$ cat src/source/display_consts.svh
`ifndef DISPLAY_CONSTS_SVH
`define DISPLAY_CONSTS_SVH

// Raster sizes of the 640x480 mode.
`define H_ACTIVE 640
`define H_TOTAL 800
`define V_ACTIVE 480
`define V_TOTAL 525

// Sync pulse positions. The first value is inclusive and the second exclusive.
`define H_SYNC_START 656
`define H_SYNC_END 752
`define V_SYNC_START 490
`define V_SYNC_END 492

// One memory word carries sixteen 8-bit palette indices.
`define WORDS_PER_LINE 40
`define PIXELS_PER_WORD 16

// Word addresses of the two frame images.
`define FRAME_BASE_A 22'h100000
`define FRAME_BASE_B 22'h200000

// Cycles from draw coordinates to the matching RGB.
`define PIPE_DELAY 2

`endif

$ cat src/source/video_timing.sv
`timescale 1ns/1ps
`include "display_consts.svh"

module video_timing (
  input  logic       clock,
  input  logic       reset,
  output logic [9:0] draw_x,
  output logic [9:0] draw_y,
  output logic       active,
  output logic       new_frame,
  output logic       hsync_raw,
  output logic       vsync_raw
);

  logic line_end;
  logic frame_end;

  assign line_end  = (draw_x == 10'(`H_TOTAL - 1));
  assign frame_end = (draw_y == 10'(`V_TOTAL - 1));

  always_ff @(posedge clock)
  begin
    if (reset)
    begin
      draw_x <= '0;
      draw_y <= '0;
    end
    else
    begin
      if (line_end)
      begin
        draw_x <= '0;
        if (frame_end)
          draw_y <= '0;
        else
          draw_y <= draw_y + 10'd1;
      end
      else
      begin
        draw_x <= draw_x + 10'd1;
      end
    end
  end

  assign active = (draw_x < 10'(`H_ACTIVE)) && (draw_y < 10'(`V_ACTIVE));

  // Both syncs are active low.
  assign hsync_raw = !((draw_x >= 10'(`H_SYNC_START)) && (draw_x < 10'(`H_SYNC_END)));
  assign vsync_raw = !((draw_y >= 10'(`V_SYNC_START)) && (draw_y < 10'(`V_SYNC_END)));

  // Fires once per frame, on the first pixel after the last visible line.
  assign new_frame = (draw_x == 10'd0) && (draw_y == 10'(`V_ACTIVE));

endmodule

$ cat config.mk
export PLATFORM = sky130hd
export DESIGN_NAME = video_timing
export DESIGN_NICKNAME = d
export VERILOG_FILES = /design/src/source/video_timing.sv
export VERILOG_INCLUDE_DIRS = /design/src /design/src/source
export SDC_FILE = /design/constraint.sdc
export NUM_CORES = 1
export LEC_CHECK = 0
export ABC_AREA = 1
export BUFFER_PORTS_ARGS = -buffer_cell sky130_fd_sc_hd__buf_2
export CAP_MARGIN = 20
export CORE_MARGIN = 2
export CORE_UTILIZATION = 54
export DETAILED_ROUTE_END_ITERATION = 8
export PLACE_DENSITY = 0.8
export SYNTH_ARGS = -nofsm -noshare
export SYNTH_HDL_FRONTEND = slang
export SYNTH_SLANG_ARGS = --single-unit
$ cat constraint.sdc
create_clock -name clock -period 2.2 [get_ports clock]
set_input_delay 0.33 -clock clock [delete_from_list [all_inputs] [get_ports clock]]
set_output_delay 0.33 -clock clock [all_outputs]
set_load 0.02 [all_outputs]
### Word-level counts from Yosys, hierarchy flattened

Index checks and enable logic that the tools add are counted.

| operators by class | value |
|---|---|
| add/subtract/negate cells | 2 |
| $lt $le $gt $ge | 6 |
| equality and inequality tests | 3 |
| mux-type cells | 1 |
| reductions and logical operators | 8 |

Operators with widths:

| operator | number |
|---|---|
| $add A10 B1 Y10 const B | 2 |
| $eq A10 B10 Y1 const B | 2 |
| $lt A10 B10 Y1 const B | 2 |
| $lt A10 B9 Y1 const B | 2 |
| $eq A10 B9 Y1 const B | 1 |
| $ge A10 B10 Y1 const B | 1 |
| $ge A10 B9 Y1 const B | 1 |
| $logic_not A10 Y1 | 1 |
| $mux W10 | 1 |
| $logic_and A1 B1 Y1 | 4 |
| $logic_not A1 Y1 | 2 |
| $reduce_or A2 Y1 | 1 |

| storage, ports and cells | value |
|---|---|
| register bits after elaboration | 20 |
| input bits | 2 |
| output and inout bits | 24 |
| word-level logic and storage cells | 22 |

### Logic depth before layout (Yosys ltp)

| logic depth | value |
|---|---|
| depth in word-level cells | 3 |
| mapped depth | 10 |
| gate-level depth less buffers | 9 |

### Least setup slack after synthesis

OpenSTA, ideal clock, no wires.

| timing | value |
|---|---|
| path kind | reg2out |
| start point | reg draw_y[0] |
| end point | out new_frame |
| arrival | 1441 ps |
| required time | 1870 ps |
| setup slack | 429 ps |
| cell stages (with the launch flop) | 5 |
| buffers on the path | 0 |
| cell sequence | dfxtp_1 > inv_1 > ha_1 > nand3_1 > nor4_1 |

| on the way | value |
|---|---|
| longest elaborated chain between the ends | 2 |

RTL lines:

| item | RTL line | RTL |
|---|---|---|
| start, declared | video_timing.sv:8 | `output logic [9:0] draw_y,` |
| start signal, assigned | video_timing.sv:36 | `draw_y <= draw_y + 10'd1;` |
| $eq A10 B9 Y1 | video_timing.sv:52 | `` assign new_frame = (draw_x == 10'd0) && (draw_y == 10'(`V_ACTIVE)); `` |
| $logic_and A1 B1 Y1 | video_timing.sv:52 |  |
| end, declared | video_timing.sv:10 | `output logic new_frame,` |

Every way passes these cells.

### Final worst setup path

Ends and elaborated chain as after synthesis.

==> out/results.tsv <==
metric	value	unit
finalMaxSlewViolations	0	
finClkSkew	0.00296	ns
synth-seq-area-share	35.1	%
dp_slack	0.623	ns
maxSlewHeadroom	77.6	%
gp_congestion	0.881	
synth_edf_count	0	
maxCapViolations	0	
initial_utilization	57.6	%
ant_nets	0	
finalCritPeriodShare	87.3	%
clk_latency	0.30	ns
endpoint_kind	output pin	
post_cts_resized	0	
clk_pin_slew_worst_paths	0.11	ns
grt_max_degree	14	
r2r_slack	0.63	ns
syn_area	1140	µm²
yosys-top-cells-area	dfxtp_1 (35%), nand2_1 (16%), nor2_1 (11%)	
async_reset_ff_share	0	%
core_area	1980	µm²
grt_pass1_wl	4.33	mm
power_density	524	nW/µm²
hold_viol	0	
postRouteWirelength	2.54	mm
syn_to_final_growth	17.5	%
synth_top_area_cell	dfxtp_1	
die_w	50.0	µm
max_freq	0.521	GHz
finalSetupViolations	0	
drt_iter0_markers	28	
grt-ovfl-total	0	
worstSetupPathType	flop to output pin	
final_core_util	67.7	%
min_period	1.92	ns
cts.path.max_buffers	2	
cts.htree.levels	1	
run_status	completed	
cts_tree	done	
cts-root-buf	clkbuf_4	
die_h	50.0	µm
grt.total_usage	22.3	%
num_rows	16	
synth_seq_cells	20	
first_pass_iters	4	
rsz0062_at_grt	false	
cp-start-kind	flop	
nets	214	
synth_area_per_cell	6.37	µm²
yosys_warnings	0	
max-vdd-ir-drop	0.438	mV
antenna_found_initial	0	
place_hpwl	2.02	mm
io_pins	26	
worst_slew_pin_slew	0.334	ns
port_buffers	25	
path_max_fanout	4	
power	0.000703	W
syn_inst	179	
synth_top_area_share	35.1	%
vias_per_cell	5.02	
cts.sinks	20	
layout_setup_ws	0.280	ns
die_area	2500	µm²
drc	0	
cts_made_buffers	3	
grt_pass1_vias	1062	
synth-main-ff-cell	dfxtp_1	
syn_nets	185	
avgRoutedWirePerCell	10.9	µm
vias	1174	
nFillCells	181	
drive_above_1_share	17.9	%
synth_commonest_cells	nand2_1 (50), nor2_1 (32), inv_1 (24), dfxtp_1 (20), nand3_1 (17)	
post_cts_buffers	0	
ys_types	21	
power.leakage	0.609	nW
worstPathArrival	1.59	ns
setup_tns	0	ns
diodes	0	
postCtsHoldBufs	0	
synth_most_common_cell	nand2_1	
hp-class	input pin to flop	
required	1.87	ns
[power by group]
part	switching, W	total (W)	internal [W]
registers	0.00000649	0.000373	0.000367
logic	0.0000212	0.0000319	0.0000106
clock network	0.000114	0.000298	0.000184
total	0.000141	0.000703	0.000561
[layer usage]
layer | GRT usage [%] | wire (µm) | part of all wire [%]
met1 | 28.0 | 1240 | 49
met3 | 2.73 | 61 | 2.4
met5 | 0 | 0 | 0
met2 | 39.3 | 1210 | 48
met4 | 6.94 | 20 | 0.79
[cells in the final DEF (no fill, tap or decap), types with 3 or more instances in the layout]
cell and count:
o21ai_1 3, nand3_1 17, ha_1 4, clkbuf_4 3, a21oi_1 6, inv_1 24
nand4_1 3, nand2_1 50, nand2_2 3, nor2_1 32, dfxtp_1 20, buf_2 25
[registers in the layout (all words and copies together), names as in the netlist]
signal,cells
draw_x,10
draw_y,10
[worst paths after layout]
path / cells after the start / to / start
worst max-delay path: 5 / new_frame / draw_y[0]
worst min-delay path: 2 / draw_y[8] / reset
worst max register to register: 8 / draw_y[2] / draw_x[0]
worst min register to register: 1 / draw_x[0] / draw_x[0]
[through the flow]
step	std cells	cell area [µm²]	hold slack (ns)
after floorplan	179	1140	0.397
after global placement	230	1290	0.468
after detailed placement	230	1290	0.497
after CTS	234	1340	0.273
after global routing	234	1340	0.278
final	234	1340	0.273
[cell type report]
type	instances	area [µm²]	area share, %
clock buffers	3	22.5	1.68
clock inverters	1	30.0	2.24
inverters	25	93.8	7.00
multi-input cells	133	636	47.4
flip-flops and latches	20	400	29.9
well taps	27	33.8	2.52
repair buffers	25	125	9.33
[worst max-delay path, stage by stage (launching register included)]
cell	delay (ns)
dfxtp_1	0.36
inv_1	0.11
ha_1	0.19
nand3_1	0.08
nor4_1	0.33
buf_2	0.23
[kinds of logic (layout without fill, tap and decap cells)]
family	Yosys count	after routing	synth area share (%)
compound gates	13	13	6.36
xor+xnor	2	2	1.54
fa+ha+maj	4	4	4.39
buf+inv	26	54	9.21
flops	20	20	35.1
simple gates	114	114	43.4
Note: power is estimated with default switching activity, not from simulation.
