[src/source/display_consts.svh]
`ifndef DISPLAY_CONSTS_SVH
`define DISPLAY_CONSTS_SVH

// Raster sizes of the 640x480 mode.
`define H_ACTIVE 640
`define H_TOTAL 800
`define V_ACTIVE 480
`define V_TOTAL 525

// Sync pulse positions. The first value is inclusive and the second exclusive.
`define H_SYNC_START 656
`define H_SYNC_END 752
`define V_SYNC_START 490
`define V_SYNC_END 492

// One memory word carries sixteen 8-bit palette indices.
`define WORDS_PER_LINE 40
`define PIXELS_PER_WORD 16

// Word addresses of the two frame images.
`define FRAME_BASE_A 22'h100000
`define FRAME_BASE_B 22'h200000

// Cycles from draw coordinates to the matching RGB.
`define PIPE_DELAY 2

`endif

[src/source/display_pkg.sv]
package display_pkg;

  // States of the scanline fetcher.
  typedef enum logic [1:0] {
    fetch_idle,
    fetch_request,
    fetch_store,
    fetch_hold
  } fetch_state_t;

  // Byte k holds the palette index of pixel k within the word.
  typedef logic [127:0] mem_word_t;

endpackage

[src/source/palette_color.sv]
`timescale 1ns/1ps
`include "display_consts.svh"

module palette_color (
  input  logic                   clock,
  input  logic                   reset,
  input  logic [9:0]             draw_x,
  input  logic                   active,
  input  logic                   hsync_raw,
  input  logic                   vsync_raw,
  input  display_pkg::mem_word_t line_word,
  output logic [11:0]            rgb,
  output logic                   hsync,
  output logic                   vsync
);

  localparam int LANE_BITS = $clog2(`PIXELS_PER_WORD);

  logic [LANE_BITS-1:0] lane_d;
  logic                 active_d;
  logic                 hsync_d;
  logic                 vsync_d;
  logic [7:0]           index;
  logic [11:0]          color;

  // This stage lines up with the registered buffer read.
  always_ff @(posedge clock)
  begin
    if (reset)
    begin
      active_d <= 1'b0;
      hsync_d  <= 1'b1;
      vsync_d  <= 1'b1;
    end
    else
    begin
      active_d <= active;
      hsync_d  <= hsync_raw;
      vsync_d  <= vsync_raw;
    end
  end

  always_ff @(posedge clock)
  begin
    lane_d <= draw_x[LANE_BITS-1:0];
  end

  assign index = line_word[lane_d * 8 +: 8];

  // Fixed palette: red and green from the nibbles, blue from their XOR.
  assign color = {index[7:4], index[3:0], index[7:4] ^ index[3:0]};

  always_ff @(posedge clock)
  begin
    if (reset)
    begin
      rgb   <= '0;
      hsync <= 1'b1;
      vsync <= 1'b1;
    end
    else
    begin
      rgb   <= active_d ? color : 12'h000;
      hsync <= hsync_d;
      vsync <= vsync_d;
    end
  end

  // A pixel outside the active area stays black after the full pipeline.
  a_blank: assert property (@(posedge clock) disable iff (reset)
    !$past(active, `PIPE_DELAY) |-> (rgb == 12'h000));

endmodule

[config.mk]
export PLATFORM = sky130hd
export DESIGN_NAME = palette_color
export DESIGN_NICKNAME = d
export VERILOG_FILES = /design/src/source/display_pkg.sv /design/src/source/palette_color.sv
export VERILOG_INCLUDE_DIRS = /design/src /design/src/source
export SDC_FILE = /design/constraint.sdc
export NUM_CORES = 1
export LEC_CHECK = 0
export BUFFER_PORTS_ARGS = -buffer_cell sky130_fd_sc_hd__buf_4
export CORE_MARGIN = 2
export CORE_UTILIZATION = 33
export CTS_BUF_LIST = sky130_fd_sc_hd__clkbuf_8
export DETAILED_ROUTE_END_ITERATION = 7
export HOLD_SLACK_MARGIN = 0.03
export PLACE_DENSITY = 0.78
export SYNTH_ARGS = -nofsm -noshare
export SYNTH_HDL_FRONTEND = slang
export SYNTH_SLANG_ARGS = --single-unit
[constraint.sdc]
create_clock -name clock -period 2.34 [get_ports clock]
set_clock_uncertainty 0.1 [all_clocks]
set_input_delay 0.351 -clock clock [delete_from_list [all_inputs] [get_ports clock]]
set_output_delay 0.351 -clock clock [all_outputs]
set_load 0.05 [all_outputs]
# == After elaboration in Yosys (flattened, before gate mapping) ==
# Cells that the tools add are included.
# word_totals
reg_bits,21
in_bits,143
output_inout_bits,14
wordCells,11
# classes
shifts,1
reduce_logical,1
bitwise_logic,2
# op_table
operator,count
128-bit by 8-bit variable part select with 8-bit output,1
4-bit XOR,1
2-bit OR reduction,1
1-bit inverter,1

# == Logic depth before layout (Yosys ltp) ==
# logic_depth
depth_word,2
depth_mapped,6
ltp_nobuf,4

# == Worst setup path after synthesis ==
# Ideal clock, no wire load.
# synth_timing
path_type,flip-flop to flip-flop
start,register lane_d[2]
end,register rgb[3]
slack_ps,623
arrival_time_ps,1492
setup_time_ps,125
stages_incl_launch_ff,7
n_path_buf,2
synth_period_minus_slack_ps,1717
required_ps,2115
path_cell_list,dfxtp_1 -> buf_6 -> buf_6 -> mux4_2 -> mux2i_2 -> xnor2_1 -> o22ai_1
# synth_via
elab_chain_cells,2
# synth_rtl
element,line_no,text
"start, declared",palette_color.sv:19,logic [LANE_BITS-1:0] lane_d;
"start signal, assigned",palette_color.sv:45,lane_d <= draw_x[LANE_BITS-1:0];
128-bit by 8-bit variable part select with 8-bit output,palette_color.sv:48,assign index = line_word[lane_d * 8 +: 8];
4-bit XOR,palette_color.sv:51,"assign color = {index[7:4], index[3:0], index[7:4] ^ index[3:0]};"
"end signal, assigned",palette_color.sv:63,rgb <= active_d ? color : 12'h000;
"end, declared",palette_color.sv:12,"output logic [11:0] rgb,"
# No other way between the ends.
# A chain may end at the register's enable or synchronous reset.

# == Worst setup path in the final report ==
# layout_timing
start,register lane_d[3]
end,register rgb[2]
# Same word-level chain as after synthesis.

==> impl_metrics.toml <==
[finish]
instances_no_fill = 331
nets = 408
drive_gt1_share_pct = 77.3
antenna_cells = 0
area_growth_pct = 73.7

[placed_design]
post-place-ws_ps = 470
io_buffers = 150
gp_congestion = 0.792
dp_hpwl_um = 4370
post-place-cells = 327

[synth]
yosys.area.top_type = "mux4_2"
seq_area_frac_synth_pct = 25.3
synthTopCellsByArea = "mux4_2 (42%), dfxtp_1 (25%), mux2i_1 (9.0%), mux2_2 (5.4%), xnor2_1 (4.2%)"
synth_fp_nets = 260
ys_seq_elements = 21
yosysTopAreaCellShare_pct = 42.1
ys_types = 18
avgSynthCellArea_um2 = 14.2
synthTopCellsByCount = "mux4_2 (31), dfxtp_1 (21), mux2i_1 (15)"
async_flop_share_pct = 0
synthCells = 117
ys.flop_type = "dfxtp_1"
yosysMostFrequentCell = "mux4_2"
ys_warn_count = 0
synth_area_um2 = 1660
synth_edf_count = 0

[power_and_ir_drop]
power_leakage_uw = 0.00134
peakVddDrop_mv = 0.195
pwr_density_cell_nw_per_um2 = 378

[critical_path]
cp_top_family = "multiplexers"
required_ps = 2370
path_max_fanout = 21
cp.arrival_ps = 1890
crit_path_end_kind = "flop"
cpPeakStageDelay_ps = 430
r2r_cells = 5
critPathBufInv = 1
critPathKind = "reg -> reg"
crit_chain = "buf_4 > mux4_2 > mux2i_1 > xnor2_1 > o22ai_1"
startpoint_type = "flop"
worst_path_max_delay_cell = "dfxtp_1"
cp.depth = 5

[drt]
drc = 0
first_iter_violations = 36
firstDrtPassIters = 4
postRouteAntennaNets = 0
wl_um = 4970
viasPerCell = 4.83
wl_per_cell_um = 15.0
vias = 1598

[sta]
rsz0062_at_grt = "false"
slew_viol_final = 0
setup_ws_ps = 480
max_slew_margin_pct = 71.2
tns_ps = 0
period_needed_ps = 1860
finalCritPeriodShare_pct = 79.5
max_freq_ghz = 0.538
worst_pin_slew_ps = 431
setup_viol = 0
hold_slack_ps = 93.0
hold_viol = 0

[clock_tree]
clock_sinks = 21
root_buffer = "clkbuf_8"
clk_path_buf_depth = 2
clk_latency_ps = 250
h-tree-depth = 1
cts_setup_buffers = 0
clkTransAtPathRegs_ps = 70
cts.repair.resized = 0
tritoncts = "done"
holdBufCountCts = 0
numCtsBuffers = 3

[global_routing]
grt_pass1_vias = 1705
grt_max_degree = 23
grt_usage_pct = 17.7
grt_pass1_wl_um = 7550
antenna_found_initial = 0
overflow = 0

[die]
start_util_pct = 34.7
coreArea_um2 = 4790
rows = 25
die_area_um2 = 5610
die_width_um = 74.9
io_pins = 157
die_h_um = 74.9

[min_path]
hold_path_depth = 1
min_path_type = "in -> reg"

[run]
max-cap-violations = 0

[status]
status = "finished clean"
==> registers in the layout (all words and copies together), names as in the netlist <==
signal and cells:
active_d 1, vsync_d 1, rgb 12, hsync 1, lane_d 4, hsync_d 1, vsync 1
==> metrics by stage <==
step / utilization [%] / power (µW) / cell area (µm²)
finish: 60.2 / 1090 / 2880
global route: 60.2 / 1150 / 2880
CTS: 60.2 / 1100 / 2880
detailed placement: 59.3 / 880 / 2840
global placement: 59.3 / 872 / 2840
floorplan: - / 660 / 1660
==> final cells by class <==
class,count,area [µm²]
well taps,67,83.8
clock inverters,1,3.75
clock buffers,3,41.3
repair buffers,155,1180
multi-input cells,84,1150
fillers,417,1900
flip-flops and latches,21,422
==> cell families (layout without fill, tap and decap cells) <==
group / Yosys count / count (layout) / synth area share, %
flops: 21 / 21 / 25.3
xor+xnor: 8 / 8 / 4.22
compound gates: 4 / 4 / 1.51
simple gates: 16 / 16 / 4.90
mux: 56 / 56 / 59.0
buf+inv: 12 / 159 / 5.05
==> worst register-to-register path, delay by kind of cell (launching register included) <==
family / cells / cell delay, ps
DFF: 1 / 430
muxes: 2 / 610
AOI/OAI and AO/OA: 1 / 110
buffers and inverters: 1 / 310
xor gates and xnor gates: 1 / 160
==> final timing paths <==
check,from,endpoint,slack [ps]
setup / recovery,lane_d[3]$_DFF_P_,rgb[2]$_SDFF_PP0_,480
hold / removal,draw_x[1],lane_d[1]$_DFF_P_,90
setup reg to reg,lane_d[3]$_DFF_P_,rgb[2]$_SDFF_PP0_,480
hold reg to reg,hsync_d$_SDFF_PP1_,hsync$_SDFF_PP1_,320
==> layer usage <==
metal	GRT usage (%)	share of wire, %	vias up
met5	0	0	-
met4	5.56	1.2	0
li1	-	-	762
met3	1.74	7.2	5
met1	21.5	37	754
met2	32.8	55	77
==> cells in the final DEF, fill, tap and decap left out, drive strengths merged <==
| cell type | instances |
|---|---|
| inv | 1 |
| dfxtp | 21 |
| buf | 155 |
| xnor2 | 8 |
| nand2b | 1 |
| clkbuf | 3 |
| nor2 | 8 |
| o22ai | 4 |
| mux2i | 16 |
| nand3b | 1 |
| or2 | 5 |
| mux2 | 8 |
| mux4 | 32 |
| nor2b | 1 |
==> report_power, final <==
group	total, µW	leakage (µW)	switching (µW)	internal, µW
Sequential	385	0.000173	9.67	375
Combinational	482	0.00114	170	312
Clock	221	0.0000269	104	117
Total	1090	0.00134	284	804
No activity file was read; power rests on OpenSTA's default activity.
